File: src/logic/timing_pkg.sv
// schedule steps counted in clock cycles from request accept; must stay below 32
package timing_pkg;

   typedef logic [4:0] step_t;

   // device reset pulse
   localparam step_t RST_LOW_FIRST = 5'd3;
   localparam step_t RST_LOW_LAST  = 5'd13;
   localparam step_t RST_DONE      = 5'd20;

   // word read
   localparam step_t RD_CE_ON   = 5'd3;
   localparam step_t RD_OE_ON   = 5'd8;
   localparam step_t RD_CAPTURE = 5'd10; // data valid after OE access time
   localparam step_t RD_OE_OFF  = 5'd12;
   localparam step_t RD_CE_OFF  = 5'd12;
   localparam step_t RD_DONE    = 5'd14;

   // word program
   localparam step_t PG_ADDR   = 5'd5;
   localparam step_t PG_CE_ON  = 5'd6;
   localparam step_t PG_WE_ON  = 5'd7;
   localparam step_t PG_DQ_ON  = 5'd8;
   localparam step_t PG_WE_OFF = 5'd13;
   localparam step_t PG_CE_OFF = 5'd14;
   localparam step_t PG_DONE   = 5'd15;

   // single command write cycle
   localparam step_t CW_CE_ON  = 5'd3;
   localparam step_t CW_WE_ON  = 5'd6;
   localparam step_t CW_WE_OFF = 5'd10;
   localparam step_t CW_CE_OFF = 5'd11;
   localparam step_t CW_DONE   = 5'd11;

endpackage

File: src/logic/flash_pkg.sv
// operation codes and default bus widths, sized for a 16-bit parallel NOR part
package flash_pkg;

   // requested operation, one per transfer on the request port
   typedef enum logic [1:0]
   {
      OP_RESET     = 2'd0, // RST# low pulse, no bus cycle
      OP_READ      = 2'd1, // single word read
      OP_PROGRAM   = 2'd2, // word program, caller sends the unlock cycles
      OP_CMD_WRITE = 2'd3  // one bus write, erase and suspend/resume commands
   } flash_op_t;

   // word address bus of the device
   localparam int ADDR_W_DEF = 23;

   // data bus, word mode only
   localparam int DATA_W_DEF = 16;

endpackage
File: src/logic/flash_strobe_if.sv
// per-cycle pin commands; levels apply to the pins one clock after they are set
interface flash_strobe_if #(
   parameter int ADDR_W = 23,
   parameter int DATA_W = 16
);

   logic              ce_on;     // chip enable wanted next cycle
   logic              oe_on;
   logic              we_on;
   logic              rst_on;    // device reset held low
   logic              addr_load; // take addr into the address register
   logic              dq_drive;  // drive data onto the bus
   logic              capture;   // sample the bus into read data
   logic [ADDR_W-1:0] addr;
   logic [DATA_W-1:0] data;

   modport seq (
      output ce_on, oe_on, we_on, rst_on, addr_load, dq_drive, capture, addr, data
   );

   modport pins (
      input ce_on, oe_on, we_on, rst_on, addr_load, dq_drive, capture, addr, data
   );

endinterface

File: src/logic/flash_ctrl_top.sv
// word-mode NOR timing controller; ready/busy pin not monitored, caller polls status by reads
module flash_ctrl_top #(
   parameter int ADDR_W = flash_pkg::ADDR_W_DEF,
   parameter int DATA_W = flash_pkg::DATA_W_DEF
)(
   input  logic                 clk_i,
   input  logic                 rst_i,

   input  logic                 req_valid_i,
   output logic                 req_ready_o,
   input  flash_pkg::flash_op_t req_op_i,
   input  logic [ADDR_W-1:0]    req_addr_i,
   input  logic [DATA_W-1:0]    req_data_i,

   output logic                 resp_valid_o,
   input  logic                 resp_ready_i,
   output flash_pkg::flash_op_t resp_op_o,
   output logic [DATA_W-1:0]    resp_data_o,

   output logic [ADDR_W-1:0]    flash_addr_o,
   output logic [DATA_W-1:0]    flash_dq_o,
   output logic                 flash_dq_oe_o,
   input  logic [DATA_W-1:0]    flash_dq_i,
   output logic                 flash_ce_n_o,
   output logic                 flash_oe_n_o,
   output logic                 flash_we_n_o,
   output logic                 flash_rst_n_o
);

   typedef struct packed {
      flash_pkg::flash_op_t op;
      logic [ADDR_W-1:0]    addr;
      logic [DATA_W-1:0]    data;
   } req_t;

   typedef struct packed {
      flash_pkg::flash_op_t op;
      logic [DATA_W-1:0]    data;
   } resp_t;

   req_t              req_in;
   req_t              req_q;
   resp_t             resp_d;
   resp_t             resp_out;
   logic              seq_req_valid;
   logic              seq_req_ready;
   logic              seq_resp_valid;
   logic              seq_resp_ready;
   logic [DATA_W-1:0] rd_data;

   flash_strobe_if #(.ADDR_W(ADDR_W), .DATA_W(DATA_W)) strobe0 ();

   assign req_in.op   = req_op_i;
   assign req_in.addr = req_addr_i;
   assign req_in.data = req_data_i;
   assign resp_op_o   = resp_out.op;
   assign resp_data_o = resp_out.data;

   op_hold_reg #(.payload_t(req_t)) req_hold0 (
      .clk_i       (clk_i),
      .rst_i       (rst_i),
      .in_valid_i  (req_valid_i),
      .in_ready_o  (req_ready_o),
      .in_data_i   (req_in),
      .out_valid_o (seq_req_valid),
      .out_ready_i (seq_req_ready),
      .out_data_o  (req_q)
   );

   op_sequencer #(.ADDR_W(ADDR_W), .DATA_W(DATA_W)) seq0 (
      .clk_i        (clk_i),
      .rst_i        (rst_i),
      .req_valid_i  (seq_req_valid),
      .req_ready_o  (seq_req_ready),
      .req_op_i     (req_q.op),
      .req_addr_i   (req_q.addr),
      .req_data_i   (req_q.data),
      .rd_data_i    (rd_data),
      .resp_valid_o (seq_resp_valid),
      .resp_ready_i (seq_resp_ready),
      .resp_op_o    (resp_d.op),
      .resp_data_o  (resp_d.data),
      .strobe       (strobe0.seq)
   );

   flash_pins #(.ADDR_W(ADDR_W), .DATA_W(DATA_W)) pins0 (
      .clk_i         (clk_i),
      .rst_i         (rst_i),
      .strobe        (strobe0.pins),
      .flash_dq_i    (flash_dq_i),
      .rd_data_o     (rd_data),
      .flash_addr_o  (flash_addr_o),
      .flash_dq_o    (flash_dq_o),
      .flash_dq_oe_o (flash_dq_oe_o),
      .flash_ce_n_o  (flash_ce_n_o),
      .flash_oe_n_o  (flash_oe_n_o),
      .flash_we_n_o  (flash_we_n_o),
      .flash_rst_n_o (flash_rst_n_o)
   );

   op_hold_reg #(.payload_t(resp_t)) resp_hold0 (
      .clk_i       (clk_i),
      .rst_i       (rst_i),
      .in_valid_i  (seq_resp_valid),
      .in_ready_o  (seq_resp_ready),
      .in_data_i   (resp_d),
      .out_valid_o (resp_valid_o),
      .out_ready_i (resp_ready_i),
      .out_data_o  (resp_out)
   );

endmodule

File: src/logic/flash_pins.sv
// pin register stage; every output is a flop, so commands reach the pins one clock late
module flash_pins #(
   parameter int ADDR_W = 23,
   parameter int DATA_W = 16
)(
   input  logic              clk_i,
   input  logic              rst_i,

   flash_strobe_if.pins      strobe,

   input  logic [DATA_W-1:0] flash_dq_i,
   output logic [DATA_W-1:0] rd_data_o,

   output logic [ADDR_W-1:0] flash_addr_o,
   output logic [DATA_W-1:0] flash_dq_o,
   output logic              flash_dq_oe_o,
   output logic              flash_ce_n_o,
   output logic              flash_oe_n_o,
   output logic              flash_we_n_o,
   output logic              flash_rst_n_o
);

   // strobes, inactive (high) out of reset
   always_ff @(posedge clk_i or negedge rst_i)
   begin
      if (!rst_i)
      begin
         flash_ce_n_o  <= 1'b1;
         flash_oe_n_o  <= 1'b1;
         flash_we_n_o  <= 1'b1;
         flash_rst_n_o <= 1'b1;
         flash_dq_oe_o <= 1'b0;
      end
      else
      begin
         flash_ce_n_o  <= !strobe.ce_on;
         flash_oe_n_o  <= !strobe.oe_on;
         flash_we_n_o  <= !strobe.we_on;
         flash_rst_n_o <= !strobe.rst_on;
         flash_dq_oe_o <= strobe.dq_drive;
      end
   end

   // address and write data held for the whole bus cycle
   always_ff @(posedge clk_i)
   begin
      if (strobe.addr_load)
      begin
         flash_addr_o <= strobe.addr;
         flash_dq_o   <= strobe.data;
      end
   end

   always_ff @(posedge clk_i)
   begin
      if (strobe.capture)
      begin
         rd_data_o <= flash_dq_i; // OE low for two cycles by now
      end
   end

   a_strobe_under_ce: assert property (@(posedge clk_i) disable iff (!rst_i)
      (!flash_we_n_o || !flash_oe_n_o) |-> !flash_ce_n_o);

endmodule

File: src/logic/op_sequencer.sv
// one operation at a time; no new request is taken until the response is handed off
module op_sequencer #(
   parameter int ADDR_W = 23,
   parameter int DATA_W = 16
)(
   input  logic                 clk_i,
   input  logic                 rst_i,

   input  logic                 req_valid_i,
   output logic                 req_ready_o,
   input  flash_pkg::flash_op_t req_op_i,
   input  logic [ADDR_W-1:0]    req_addr_i,
   input  logic [DATA_W-1:0]    req_data_i,

   input  logic [DATA_W-1:0]    rd_data_i,

   output logic                 resp_valid_o,
   input  logic                 resp_ready_i,
   output flash_pkg::flash_op_t resp_op_o,
   output logic [DATA_W-1:0]    resp_data_o,

   flash_strobe_if.seq          strobe
);

   typedef enum logic [1:0] {S_IDLE, S_BUSY, S_RESP} state_t;

   state_t               state;
   timing_pkg::step_t    step;
   timing_pkg::step_t    done_step;
   flash_pkg::flash_op_t cur_op;
   logic [ADDR_W-1:0]    cur_addr;
   logic [DATA_W-1:0]    cur_data;

   assign req_ready_o  = (state == S_IDLE);
   assign resp_valid_o = (state == S_RESP);
   assign resp_op_o    = cur_op;
   assign resp_data_o  = (cur_op == flash_pkg::OP_READ) ? rd_data_i : '0;

   assign strobe.addr = cur_addr;
   assign strobe.data = cur_data;

   always_comb
   begin
      case (cur_op)
         flash_pkg::OP_RESET:   done_step = timing_pkg::RST_DONE;
         flash_pkg::OP_READ:    done_step = timing_pkg::RD_DONE;
         flash_pkg::OP_PROGRAM: done_step = timing_pkg::PG_DONE;
         default:               done_step = timing_pkg::CW_DONE;
      endcase
   end

   // strobe levels from the current step, all idle outside S_BUSY
   always_comb
   begin
      strobe.ce_on     = 1'b0;
      strobe.oe_on     = 1'b0;
      strobe.we_on     = 1'b0;
      strobe.rst_on    = 1'b0;
      strobe.addr_load = 1'b0;
      strobe.dq_drive  = 1'b0;
      strobe.capture   = 1'b0;
      if (state == S_BUSY)
      begin
         case (cur_op)
            flash_pkg::OP_RESET:
            begin
               strobe.rst_on = (step >= timing_pkg::RST_LOW_FIRST) &&
                               (step <= timing_pkg::RST_LOW_LAST);
            end
            flash_pkg::OP_READ:
            begin
               strobe.addr_load = (step == timing_pkg::RD_CE_ON);
               strobe.ce_on     = (step >= timing_pkg::RD_CE_ON) && (step < timing_pkg::RD_CE_OFF);
               strobe.oe_on     = (step >= timing_pkg::RD_OE_ON) && (step < timing_pkg::RD_OE_OFF);
               strobe.capture   = (step == timing_pkg::RD_CAPTURE);
            end
            flash_pkg::OP_PROGRAM:
            begin
               strobe.addr_load = (step == timing_pkg::PG_ADDR);
               strobe.ce_on     = (step >= timing_pkg::PG_CE_ON) && (step < timing_pkg::PG_CE_OFF);
               strobe.we_on     = (step >= timing_pkg::PG_WE_ON) && (step < timing_pkg::PG_WE_OFF);
               strobe.dq_drive  = (step >= timing_pkg::PG_DQ_ON) && (step < timing_pkg::PG_CE_OFF);
            end
            default:
            begin
               strobe.addr_load = (step == timing_pkg::CW_CE_ON);
               strobe.ce_on     = (step >= timing_pkg::CW_CE_ON) && (step < timing_pkg::CW_CE_OFF);
               strobe.we_on     = (step >= timing_pkg::CW_WE_ON) && (step < timing_pkg::CW_WE_OFF);
               strobe.dq_drive  = (step >= timing_pkg::CW_WE_ON) && (step < timing_pkg::CW_CE_OFF);
            end
         endcase
      end
   end

   always_ff @(posedge clk_i or negedge rst_i)
   begin
      if (!rst_i)
      begin
         state  <= S_IDLE;
         step   <= '0;
         cur_op <= flash_pkg::OP_RESET;
      end
      else
      begin
         case (state)
            S_IDLE:
            begin
               if (req_valid_i)
               begin
                  state  <= S_BUSY;
                  step   <= '0; // accept edge is step 0
                  cur_op <= req_op_i;
               end
            end
            S_BUSY:
            begin
               if (step == done_step)
                  state <= S_RESP;
               else
                  step <= step + 1'b1;
            end
            default:
            begin
               if (resp_ready_i)
                  state <= S_IDLE;
            end
         endcase
      end
   end

   always_ff @(posedge clk_i)
   begin
      if (req_valid_i && req_ready_o)
      begin
         cur_addr <= req_addr_i;
         cur_data <= req_data_i;
      end
   end

   // ready returns only after the response was handed off
   a_no_accept_busy: assert property (@(posedge clk_i) disable iff (!rst_i)
      $rose(req_ready_o) |-> $past(resp_valid_o && resp_ready_i));

   a_no_we_oe: assert property (@(posedge clk_i) disable iff (!rst_i)
      !(strobe.we_on && strobe.oe_on));

endmodule

File: src/logic/op_hold_reg.sv
// one-entry buffer, no bypass; full throughput only when the sink drains every cycle
module op_hold_reg #(
   parameter type payload_t = logic
)(
   input  logic     clk_i,
   input  logic     rst_i,

   input  logic     in_valid_i,
   output logic     in_ready_o,
   input  payload_t in_data_i,

   output logic     out_valid_o,
   input  logic     out_ready_i,
   output payload_t out_data_o
);

   logic     full;
   payload_t data_q;

   assign in_ready_o  = !full || out_ready_i; // empty, or emptying this cycle
   assign out_valid_o = full;
   assign out_data_o  = data_q;

   always_ff @(posedge clk_i or negedge rst_i)
   begin
      if (!rst_i)
      begin
         full <= 1'b0;
      end
      else if (in_valid_i && in_ready_o)
      begin
         full <= 1'b1;
      end
      else if (out_ready_i)
      begin
         full <= 1'b0;
      end
   end

   always_ff @(posedge clk_i)
   begin
      if (in_valid_i && in_ready_o)
      begin
         data_q <= in_data_i;
      end
   end

   // a stalled item must not change under the consumer
   a_hold_stable: assert property (@(posedge clk_i) disable iff (!rst_i)
      out_valid_o && !out_ready_i |=> out_valid_o && $stable(out_data_o));

endmodule

File: config.mk
export PLATFORM = sky130hd
export DESIGN_NAME = flash_ctrl_top
export DESIGN_NICKNAME = d
export VERILOG_FILES = /design/src/logic/timing_pkg.sv /design/src/logic/flash_pkg.sv /design/src/logic/flash_strobe_if.sv /design/src/logic/flash_ctrl_top.sv /design/src/logic/flash_pins.sv /design/src/logic/op_sequencer.sv /design/src/logic/op_hold_reg.sv
export SDC_FILE = /design/constraint.sdc
export NUM_CORES = 1
export LEC_CHECK = 0
export BUFFER_PORTS_ARGS = -buffer_cell sky130_fd_sc_hd__buf_2
export CAP_MARGIN = 20
export CORE_MARGIN = 2
export CORE_UTILIZATION = 45
export CTS_BUF_LIST = sky130_fd_sc_hd__clkbuf_16
export DETAILED_ROUTE_END_ITERATION = 8
export PLACE_DENSITY_LB_ADDON = 0.05
export SYNTH_ARGS = -nofsm -noshare
export SYNTH_HDL_FRONTEND = slang
export SYNTH_HIERARCHICAL = 1
export SYNTH_SLANG_ARGS = --single-unit
File: constraint.sdc
create_clock -name clk_i -period 14.6 [get_ports clk_i]
set_input_delay 0.73 -clock clk_i [delete_from_list [all_inputs] [get_ports clk_i]]
set_output_delay 0.73 -clock clk_i [all_outputs]
set_load 0.02 [all_outputs]
# Word-level counts from Yosys, hierarchy flattened
# Cells that the tools add are included.
word_totals:
  regBits: 169
  input_bits: 61
op_classes:
  eq_ne: 11
  mux: 26
  n_lt_le_gt_ge: 10
  n_reduce_logical: 30
  add_sub_neg: 1
op_table:
  columns: ["operator", "n"]
  rows:
  - ["< comparator 5 x 4 -> 1 bit, second input constant", 5]
  - ["case mux 5 bit (3 select lines)", 1]
  - ["2-to-1 mux 1 bit", 14]
  - ["logical AND 1 bit", 12]
  - [">= comparator 5 x 3 -> 1 bit, second input constant", 2]
  - ["2-to-1 mux 5 bit", 2]
  - ["case mux 5 bit (2 select lines)", 1]
  - ["logical NOT 1 bit", 6]
  - ["2-to-1 mux 2 bit", 3]
  - ["inequality test 2 bit, second input constant", 3]
  - ["case mux 1 bit (2 select lines)", 3]
  - ["AND reduction 3 bit", 2]
  - ["nonzero test 2 bit", 3]
  - ["adder 5 x 1 -> 5 bit, second input constant", 1]
  - ["== test 5 x 2 -> 1 bit, second input constant", 1]
  - ["== test 5 x 3 -> 1 bit, second input constant", 1]
  - ["== test 5 x 4 -> 1 bit, second input constant", 1]
  - ["== test 5 bit", 1]
  - [">= comparator 5 x 2 -> 1 bit, second input constant", 1]
  - [">= comparator 5 x 4 -> 1 bit, second input constant", 1]
  - ["<= comparator 5 x 4 -> 1 bit, second input constant", 1]
  - ["== test 2 x 1 -> 1 bit, second input constant", 2]
  - ["== test 2 bit, second input constant", 2]
  - ["logical NOT 2 bit", 2]
  - ["6 further kinds", 7]

# Depth between registers and ports, before layout
# Gate-level depths: netlist of run 1.
depth:
  word_depth: 5
  depth_mapped: 7

# Cells and area by module
# The synthesis of run 1 kept the hierarchy.
by_module_without_submodules:
  columns: ["mod", "n_inst", "area_per_inst_um2", "seq_area_each_um2", "cells_each"]
  rows:
  - ["op_sequencer", 1, 2104.5, 1396.3, 158]
  - ["flash_pins", 1, 1796.7, 1781.7, 64]
  - ["op_hold_reg (req_hold0)", 1, 1285.0, 1256.2, 45]
  - ["op_hold_reg (resp_hold0)", 1, 594.3, 565.5, 22]

# Least setup slack after synthesis of run 1
# Ideal clock, no wire load.
synth_path:
  kind: "reg-to-reg"
  start: "register seq0.step[2]"
  end: "register pins0.flash_addr_o[0], enable pin"
  setup_slack_ps: 9422
  path_buffers: 2
  path_stages_with_launch: 6
  synth_period_minus_slack_ps: 5178
  arrival_ps: 4646
  path_cell_list: "dfrtp_1 buf_6 clkbuf_1 nor3b_1 a31oi_1 nor4_1"
synth_between:
  elab_chain_cells: 3
  word_cells_on_any_way: 4
synth_lines:
  columns: ["element", "line", "text"]
  rows:
  - ["start: declaration", "op_sequencer.sv:28", "timing_pkg::step_t step;"]
  - ["start signal: assignment", "op_sequencer.sv:120", "step <= step + 1'b1;"]
  - ["== test 5 x 2 -> 1 bit or == test 5 x 3 -> 1 bit (tied branches)", "op_sequencer.sv:72, op_sequencer.sv:86, op_sequencer.sv:79", null]
  - ["case mux 1 bit (2 select lines) (*)", "op_sequencer.sv:64", "case (cur_op)"]
  - ["2-to-1 mux 1 bit (*)", "op_sequencer.sv:62", "if (state == S_BUSY)"]
  - ["net strobe0.addr_load", "flash_strobe_if.sv:11", "logic addr_load;"]
  - ["end signal: assignment", "flash_pins.sv:49", "flash_addr_o <= strobe.addr;"]
  - ["end: declaration", "flash_pins.sv:14", "output logic [ADDR_W-1:0] flash_addr_o,"]
# Mark *: on every way through the listed nets, which the timed path passes. The rest lies on a longest branch.
# A chain may end at the register's enable or synchronous reset.

# Worst setup path after layout of run 1
layout_path:
  start: "register seq0.step[1]"
  end: "register pins0.flash_addr_o[2], enable pin"
# Same word-level chain as after synthesis.

==> impl_metrics.json, run 1 <==
{
  "grt_use_total_pct": 14.3,
  "clk-insertion-delay-late_ns": 0.42,
  "cp-end-kind": "flip-flop",
  "critPathKind": "reg -> reg",
  "cts_resized": 0,
  "die_w_um": 117,
  "met2WireLength_um": 4420,
  "synth-seq-cells": 169,
  "synth_cell_types": 49,
  "yosys_warnings": 6,
  "path_clk_slew_ns": 0.06,
  "place_ws_ns": 12.35,
  "wl_um": 9180,
  "combPwrFrac_pct": 17.4,
  "dp_hpwl_um": 5830,
  "dr.pass1.iters": 4,
  "synth.avg_cell_area_um2": 20.0,
  "rsz0062_at_grt": "no",
  "intPower_w": 0.000965,
  "synthFlopType": "edfxtp_1",
  "power.density_nw_per_um2": 188,
  "grt_max_degree": 42,
  "synth_top_cell_area_share_pct": 79.5,
  "min_path_type": "in -> async",
  "total_power_w": 0.00135,
  "route.met3.wl_um": 604,
  "reg2reg_from": "seq0/step[1]$_DFFE_PN0P_",
  "slew_violations": 0,
  "overflow": 0,
  "clockBufferDepth": 2,
  "synth-edff-count": 153,
  "dr.first_iter.drc_count": 164,
  "finalSetupViolCount": 0,
  "io_pins": 125,
  "synth_top_area_cell": "edfxtp_1",
  "power_frac_seq_pct": 51.9,
  "start_kind": "flip-flop",
  "ys_seq_area_share_pct": 86.5,
  "grt_pass1_wl_um": 14500,
  "antenna_cells": 0,
  "final.setup.worst_slack_ns": 12.34,
  "min_period_ns": 2.26,
  "post_cts_buffers": 0,
  "cp.required_ns": 14.65,
  "synthArstFlopShare_pct": 9.47,
  "vias_per_cell": 4.64,
  "crit_arrival_ns": 2.32,
  "critPathLaunch": "seq0/step[1]$_DFFE_PN0P_",
  "start_util_pct": 46.0,
  "power.share.clock_pct": 30.7,
  "final_cell_mix": "153 x edfxtp_1, 124 x buf_2, 17 x clkbuf_16, 17 x and2_1",
  "synthCells": 289,
  "p_sw_w": 0.000382,
  "htreeDepth": 4,
  "final_cells": 610,
  "synth_nets": 352,
  "coreArea_um2": 12600,
  "wl_met1_um": 3960,
  "cts_tree": "built",
  "netlist_top_cells_area": "edfxtp_1 79%, dfrtp_1 5.2%, and2_1 1.8%",
  "syn-cell-area_um2": 5780,
  "finalClockSkew_ns": 0.0121,
  "cap_violations": 0,
  "die_h_um": 117,
  "tns_ns": 0,
  "grt_pass1_vias": 2735,
  "slew_headroom_pct": 62.8,
  "peakVddDrop_uv": 116,
  "rrSetupSlack_ns": 12.34,
  "cts_buffers": 17,
  "fin_crit_sh_pct": 15.5,
  "cp_max_fo": 39,
  "cts.root.buffer_cell": "clkbuf_16",
  "worstMarginPinSlew_ns": 0.559,
  "total_leakage_power_nw": 2.63,
  "die-area_um2": 13800,
  "drive_above_1_share_pct": 40.0,
  "cts_num_sinks": 169,
  "num-nets-final": 489,
  "fmax_mhz": 442,
  "dp_cells": 578,
  "num_rows": 41,
  "cts_hold_buf": 0,
  "ant_nets": 0,
  "final_hold_viol_count": 0,
  "gp_congestion": 0.860,
  "topRoutingLayerUsed": "met4",
  "final_common_cell": "edfxtp_1",
  "status": "complete, no violations",
  "via_count": 2830,
  "antenna_found_initial": 0,
  "syn_to_final_growth_pct": 24.1,
  "drcViolationCount": 0,
  "io_buffers": 124,
  "avgRoutedWirePerCell_um": 15.0,
  "switching_share_pct": 28.4
}
path summary, 6_finish.rpt:
check                                                     end  cells after the start
min reg2reg                    seq0/strobe.addr[22]$_DFFE_PP_                      0
max                           pins0/flash_addr_o[2]$_DFFE_PP_                      6
min in group clk_i             seq0/strobe.addr[22]$_DFFE_PP_                      0
min                        resp_hold0/out_valid_o$_DFFE_PN0P_                      1
max in group asynchronous        pins0/flash_ce_n_o$_DFF_PN1_                      1
max reg2reg                   pins0/flash_addr_o[2]$_DFFE_PP_                      6
critical path: stages (launching register included):
cell,delay (ns)
dfrtp_1,0.64
ha_1,0.25
inv_1,0.09
nor3b_1,0.18
a31oi_1,0.07
nor4_2,0.16
buf_4,0.47
registers in the layout (all words and copies together), names as in the netlist:
| signal | flops |
|---|---|
| req_hold0/out_data_o | 41 |
| seq0/step | 5 |
| pins0/flash_ce_n_o | 1 |
| resp_hold0/out_valid_o | 1 |
| seq0/strobe.addr | 23 |
| pins0/rd_data_o | 16 |
| pins0/flash_dq_o | 16 |
| req_hold0/out_valid_o | 1 |
| seq0/strobe.data | 16 |
| seq0/state | 2 |
| pins0/flash_rst_n_o | 1 |
| seq0/resp_op_o | 2 |
| pins0/flash_addr_o | 23 |
| pins0/flash_dq_oe_o | 1 |
| resp_hold0/out_data_o | 18 |
| pins0/flash_oe_n_o | 1 |
| pins0/flash_we_n_o | 1 |
per-layer routing:
layer,GRT usage (%),vias up
li1,-,1376
met1,18.3,1346
met2,21.1,94
met3,5.74,14
met4,7.61,0
met5,0,-
synth_stat cells (2+ instances only):
cell,n
o21ai_0,3
edfxtp_1,153
a21oi_1,5
dfstp_2,4
clkbuf_1,3
nor2_1,10
and2_1,17
a31oi_1,3
o211ai_1,3
nor2b_1,5
nand2b_1,3
buf_2,5
o21ai_1,2
dfrtp_1,12
nand2_1,12
and2b_1,2
nand2b_4,2
nand3_1,3
nor3b_1,2
inv_1,8
ha_1,2
mux2_2,2
and2_4,2
stage by stage:
step	util (%)	instance area, um2	hold WS [ns]
after CTS	56.9	7150	0.219
after global routing	57.1	7170	0.231
after global placement	52.5	6600	0.401
final	57.1	7170	0.226
after floorplan	-	5780	0.400
after detailed placement	52.5	6600	0.405
power groups by stage:
stage / clock [W] / sequential, W / combinational (W)
floorplan: 0 / 0.000708 / 0.000163
global placement: 0 / 0.000705 / 0.000231
detailed placement: 0 / 0.000709 / 0.000234
CTS: 0.000425 / 0.000699 / 0.000234
global route: 0.000444 / 0.000709 / 0.000260
finish: 0.000413 / 0.000698 / 0.000234
final cells by class:
class                           instances  area (um2)
Clock inverter                         14         124
Inverter                                8        30.0
Timing Repair Buffer                  127         656
Tap cell                              172         215
Fill cell                             976        5400
Multi-Input combinational cell        103         722
Clock buffer                           17         425
Sequential cell                       169        5000
cell families (layout without fill, tap and decap cells):
family,Yosys count,count (layout),synth area share [%]
mux,3,3,0.779
flops,169,169,86.5
simple gates,67,67,6.84
buf+inv,17,166,1.34
fa+ha+maj,2,2,0.433
compound gates,30,30,3.96
xor+xnor,1,1,0.152
(Power assumes the default switching activity.)
==> inputs of run 2 (changes only) <==
==> constraint.sdc (replaced) <==
create_clock -name clk_i -period 2.28 [get_ports clk_i]
set_input_delay 0.114 -clock clk_i [delete_from_list [all_inputs] [get_ports clk_i]]
set_output_delay 0.114 -clock clk_i [all_outputs]
set_load 0.02 [all_outputs]
==> run 2 against run 1 <==
Compared with the run above:
- flip-flop and latch count stayed put
- non-clock buffer count is 64 higher
- die area stayed put
==> impl_metrics.json, run 2 (synthesis gave the netlist of run 1 again) <==
{
  "status": "complete, no violations",
  "crit_slowest_cell": "dfrtp_1",
  "cpPeakStageDelay_ns": 0.55,
  "start_util_pct": 46.0,
  "coreArea_um2": 12600,
  "drive_above_1_share_pct": 35.7,
  "final_hold_viol_count": 0,
  "wl_um": 9850,
  "num_rows": 41,
  "reg2reg_from": "seq0/state[0]$_DFFE_PN0P_",
  "final_cell_mix": "153 x edfxtp_1, 124 x buf_2, 60 x dlygate4sd3_1",
  "cts_tree": "built",
  "die_h_um": 117,
  "path_clk_slew_ns": 0.06,
  "critPathKind": "reg -> reg",
  "avgRoutedWirePerCell_um": 14.6,
  "cp.required_ns": 2.38,
  "place_ws_ns": 0.331,
  "r2r_cells": 5,
  "cap_violations": 0,
  "slew_violations": 0,
  "finish.utilization_pct": 62.4,
  "htreeDepth": 4,
  "finalClockSkew_ns": 0.00716,
  "rr_endpoint": "pins0/rd_data_o[11]$_DFFE_PP_",
  "clk-insertion-delay-late_ns": 0.41,
  "dr.first_iter.drc_count": 210,
  "clockBufferDepth": 2,
  "final_cells": 674,
  "critPathLaunch": "seq0/state[0]$_DFFE_PN0P_",
  "tns_ns": 0,
  "grt_pass1_vias": 3163,
  "grt.busiest_layer": "met2",
  "cp_cell_sequence": "nand2b_2 -> nor2_1 -> and4b_1 -> nor3b_2 -> buf_4",
  "fmax_mhz": 505,
  "vias_per_cell": 4.56,
  "postLayoutCellArea_um2": 7850,
  "final.setup.worst_slack_ns": 0.300,
  "slew_headroom_pct": 64.0,
  "rsz0062_at_grt": "no",
  "finalSetupViolCount": 0,
  "worstMarginPinSlew_ns": 0.539,
  "total_leakage_power_nw": 2.93,
  "die_w_um": 117,
  "grt_use_total_pct": 15.3,
  "cp_max_fo": 16,
  "fill_cells": 927,
  "syn_to_final_growth_pct": 35.7,
  "cp-end-kind": "flip-flop",
  "power.density_nw_per_um2": 1130,
  "gp_congestion": 0.841,
  "start_kind": "flip-flop",
  "grt_max_degree": 42,
  "crit_arrival_ns": 2.08,
  "die-area_um2": 13800,
  "via_count": 3072,
  "overflow": 0,
  "fin_crit_sh_pct": 86.8,
  "place_area_um2": 6680,
  "grt_pass1_wl_um": 15700,
  "dr.pass1.iters": 6,
  "cts_num_sinks": 169,
  "post_cts_buffers": 0,
  "io_pins": 125,
  "cts_buffers": 17,
  "cts.root.buffer_cell": "clkbuf_16",
  "dp_cells": 583,
  "peakVddDrop_uv": 865,
  "min_path_type": "in -> async",
  "dp_hpwl_um": 6170,
  "grtUsageMet3_pct": 4.91,
  "drcViolationCount": 0,
  "use_met1_pct": 18.7,
  "antenna_cells": 0,
  "ant_nets": 0,
  "min_period_ns": 1.98,
  "num-nets-final": 553,
  "final_common_cell": "edfxtp_1",
  "antenna_found_initial": 0,
  "io_buffers": 124,
  "largest_register_ffs": 41,
  "use_met2_pct": 24.6,
  "rrSetupSlack_ns": 0.30
}
run 2: worst max-delay path by stage:
stage               depth (start not counted)                               to  slack, ns
floorplan                                   5  pins0/flash_addr_o[0]$_DFFE_PP_      -0.33
global placement                            5     pins0/rd_data_o[1]$_DFFE_PP_       0.38
detailed placement                          5    pins0/rd_data_o[13]$_DFFE_PP_       0.33
CTS                                         5     pins0/rd_data_o[0]$_DFFE_PP_       0.31
global route                                5     pins0/rd_data_o[6]$_DFFE_PP_       0.12
finish                                      5    pins0/rd_data_o[11]$_DFFE_PP_       0.30
run 2: power breakdown:
group / switching [W] / internal, W / leakage, nW
clock network: 0.00106 / 0.00169 / 0.296
registers: 0.000303 / 0.00412 / 1.57
logic: 0.00106 / 0.000681 / 1.06
total: 0.00242 / 0.00648 / 2.93
run 2: final cells by class:
type	instances	area, um2	share of cell area [%]
clock buffers	17	425	5.42
clock inverters	14	143	1.82
inverters	8	30.0	0.383
multi-input cells	103	747	9.52
flip-flops and latches	169	5000	63.7
well taps	172	215	2.74
repair buffers	191	1290	16.4
run 2: critical path: cells and delay by family (launching register included):
kind                   cells  cell delay [ns]
buffers and inverters      1             0.26
DFF                        1             0.55
and+or+nand+nor            4             0.84
run 2: layer usage:
| layer | part of all wire [%] | routed length, um |
|---|---|---|
| met1 | 43 | 4220 |
| met2 | 50 | 4900 |
| met5 | 0 | 0 |
| met3 | 5.2 | 516 |
| met4 | 2.1 | 209 |
run 2: repair_timing:
item                                   4_1_cts  5_1_grt
setup endpoints to repair                    0        0
gates resized for setup                      0        0
endpoints found under the hold margin       75        0
hold buffers                                60        0
run 2: stage by stage:
| step | power [W] | hold WS [ns] |
|---|---|---|
| after floorplan | 0.00562 | -0.182 |
| after global placement | 0.00610 | 0.0578 |
| after detailed placement | 0.00616 | 0.0642 |
| after CTS | 0.00900 | 0.145 |
| after global routing | 0.00934 | 0.181 |
| final | 0.00890 | 0.148 |
==> inputs of run 3 (changes only) <==
--- a/config.mk
+++ b/config.mk
@@ -12,6 +12,8 @@
 export CTS_BUF_LIST = sky130_fd_sc_hd__clkbuf_16
 export DETAILED_ROUTE_END_ITERATION = 8
 export PLACE_DENSITY_LB_ADDON = 0.05
+export RECOVER_POWER = 50
+export SKIP_LAST_GASP = 1
 export SYNTH_ARGS = -nofsm -noshare
 export SYNTH_HDL_FRONTEND = slang
 export SYNTH_HIERARCHICAL = 1
==> run 3 against run 2 <==
Compared with the run above:
- hold slack better by 0.21 ns
- maximum frequency up 0.43%
- routed wire length up 0.74%
- sequential power about the same
- largest cell class unchanged
- non-clock buffer count unchanged
- via count up 0.62%
- critical endpoint unchanged
- register-to-register slack about the same
- global-route usage unchanged
- first-iteration DRC count down 16%
- combinational power about the same
- clock-buffer cell count unchanged
- design area down 0.97%
- critical path type unchanged
==> impl_metrics.json, run 3 (synthesis gave the netlist of run 1 again) <==
{
  "cts_buffers": 17,
  "worstMarginPinSlew_ns": 0.954,
  "cap_violations": 0,
  "final_hold_viol_count": 0,
  "final.setup.worst_slack_ns": 0.309,
  "finalClockSkew_ns": 0.00752,
  "clockBufferDepth": 2,
  "crit_slowest_cell": "dfrtp_1",
  "place_ws_ns": 0.331,
  "peakVddDrop_uv": 826,
  "min_path_type": "in -> async",
  "critPathKind": "reg -> reg",
  "p_sw_w": 0.00242,
  "post_cts_buffers": 0,
  "power.share.clock_pct": 30.9,
  "finalSetupViolCount": 0,
  "final_cells": 674,
  "grt_max_degree": 42,
  "grt_use_total_pct": 15.3,
  "cts_resized": 0,
  "vias_per_cell": 4.59,
  "fin_crit_sh_pct": 86.5,
  "drive_above_1_share_pct": 24.5,
  "wl_um": 9920,
  "num_rows": 41,
  "die-area_um2": 13800,
  "path_clk_slew_ns": 0.06,
  "start_util_pct": 46.0,
  "total_power_w": 0.00887,
  "crit_arrival_ns": 2.07,
  "cp.required_ns": 2.38,
  "clk-insertion-delay-late_ns": 0.41,
  "cts.root.buffer_cell": "clkbuf_16",
  "cp-end-kind": "flip-flop",
  "power.density_nw_per_um2": 1140,
  "io_pins": 125,
  "num-nets-final": 553,
  "io_buffers": 124,
  "drcViolationCount": 0,
  "cp_cell_sequence": "nand2b_2 -> nor2_1 -> and4b_1 -> nor3b_2 -> buf_4",
  "dp_hpwl_um": 6170,
  "coreArea_um2": 12600,
  "cpPeakStageDelay_ns": 0.55,
  "via_count": 3091,
  "dr.pass1.iters": 6,
  "overflow": 0,
  "cts_tree": "built",
  "switching_share_pct": 27.3,
  "status": "complete, no violations",
  "total_leakage_power_nw": 2.78,
  "slew_headroom_pct": 36.4,
  "largest_register_ffs": 41,
  "die_h_um": 117,
  "dp_cells": 583,
  "final_cell_mix": "153 x edfxtp_1, 69 x buf_2, 60 x dlygate4sd3_1",
  "cp_max_fo": 16,
  "cts_num_sinks": 169,
  "min_period_ns": 1.97,
  "rsz0062_at_grt": "no",
  "slew_violations": 0,
  "intPower_w": 0.00645,
  "fmax_mhz": 507,
  "syn_to_final_growth_pct": 34.4,
  "dr.first_iter.drc_count": 177,
  "antenna_found_initial": 0,
  "start_kind": "flip-flop",
  "avgRoutedWirePerCell_um": 14.7,
  "die_w_um": 117,
  "htreeDepth": 4,
  "final_common_cell": "edfxtp_1",
  "combPwrFrac_pct": 19.2,
  "gp_congestion": 0.841,
  "ant_nets": 0,
  "antenna_cells": 0,
  "power_frac_seq_pct": 49.9,
  "cts_hold_buf": 60,
  "grt_pass1_wl_um": 15700,
  "grt_pass1_vias": 3163
}
[run 3: per-stage QoR]
stage / util (%) / instance area, um2 / hold slack [ns] / setup TNS, ns
after detailed placement: 53.1 / 6680 / 0.0642 / 0
after floorplan: - / 5830 / -0.182 / -12.96
after CTS: 62.4 / 7850 / 0.145 / 0
final: 61.8 / 7770 / 0.363 / 0
after global placement: 53.1 / 6680 / 0.0578 / 0
after global routing: 61.8 / 7770 / 0.397 / 0
[run 3: final cells by class]
type / count / area [um2]
Clock buffer: 17 / 425
Clock inverter: 14 / 143
Fill cell: 966 / 4800
Inverter: 8 / 30.0
Multi-Input combinational cell: 103 / 739
Sequential cell: 169 / 5000
Tap cell: 172 / 215
Timing Repair Buffer: 191 / 1220
[run 3: metal layers]
metal  vias up  track usage, %  part of all wire [%]
li1       1505               -                     -
met1      1465            18.7                    43
met2       102            24.6                    50
met3        19            4.91                   5.3
met4         0            7.91                   2.4
met5         -               0                     0
[run 3: final timing paths]
path / from / endpoint / slack (ns) / cells past startpoint
worst min register to register: seq0/strobe.data[14]$_DFFE_PP_ / pins0/flash_dq_o[14]$_DFFE_PP_ / 0.42 / 0
max in group asynchronous: rst_i / pins0/flash_dq_oe_o$_DFF_PN0_ / 1.33 / 2
min in group clk_i: req_data_i[15] / req_hold0/out_data_o[15]$_DFFE_PP_ / 0.40 / 2
worst min-delay path: rst_i / req_hold0/out_valid_o$_DFFE_PN0P_ / 0.36 / 2
worst max-delay path: seq0/state[0]$_DFFE_PN0P_ / pins0/rd_data_o[11]$_DFFE_PP_ / 0.31 / 5
worst max register to register: seq0/state[0]$_DFFE_PN0P_ / pins0/rd_data_o[11]$_DFFE_PP_ / 0.31 / 5
[run 3: worst max-delay path: cells and delay by family (launching register included)]
family                 cells  cell delay, ns
and+or+nand+nor            4            0.83
DFF                        1            0.55
buffers and inverters      1            0.26
[run 3: power by group through the flow]
stage	logic [W]	clock network [W]	registers (W)
finish	0.00171	0.00274	0.00442
global route	0.00189	0.00292	0.00449
CTS	0.00176	0.00281	0.00443
detailed placement	0.00167	0	0.00449
global placement	0.00165	0	0.00445
floorplan	0.00110	0	0.00452
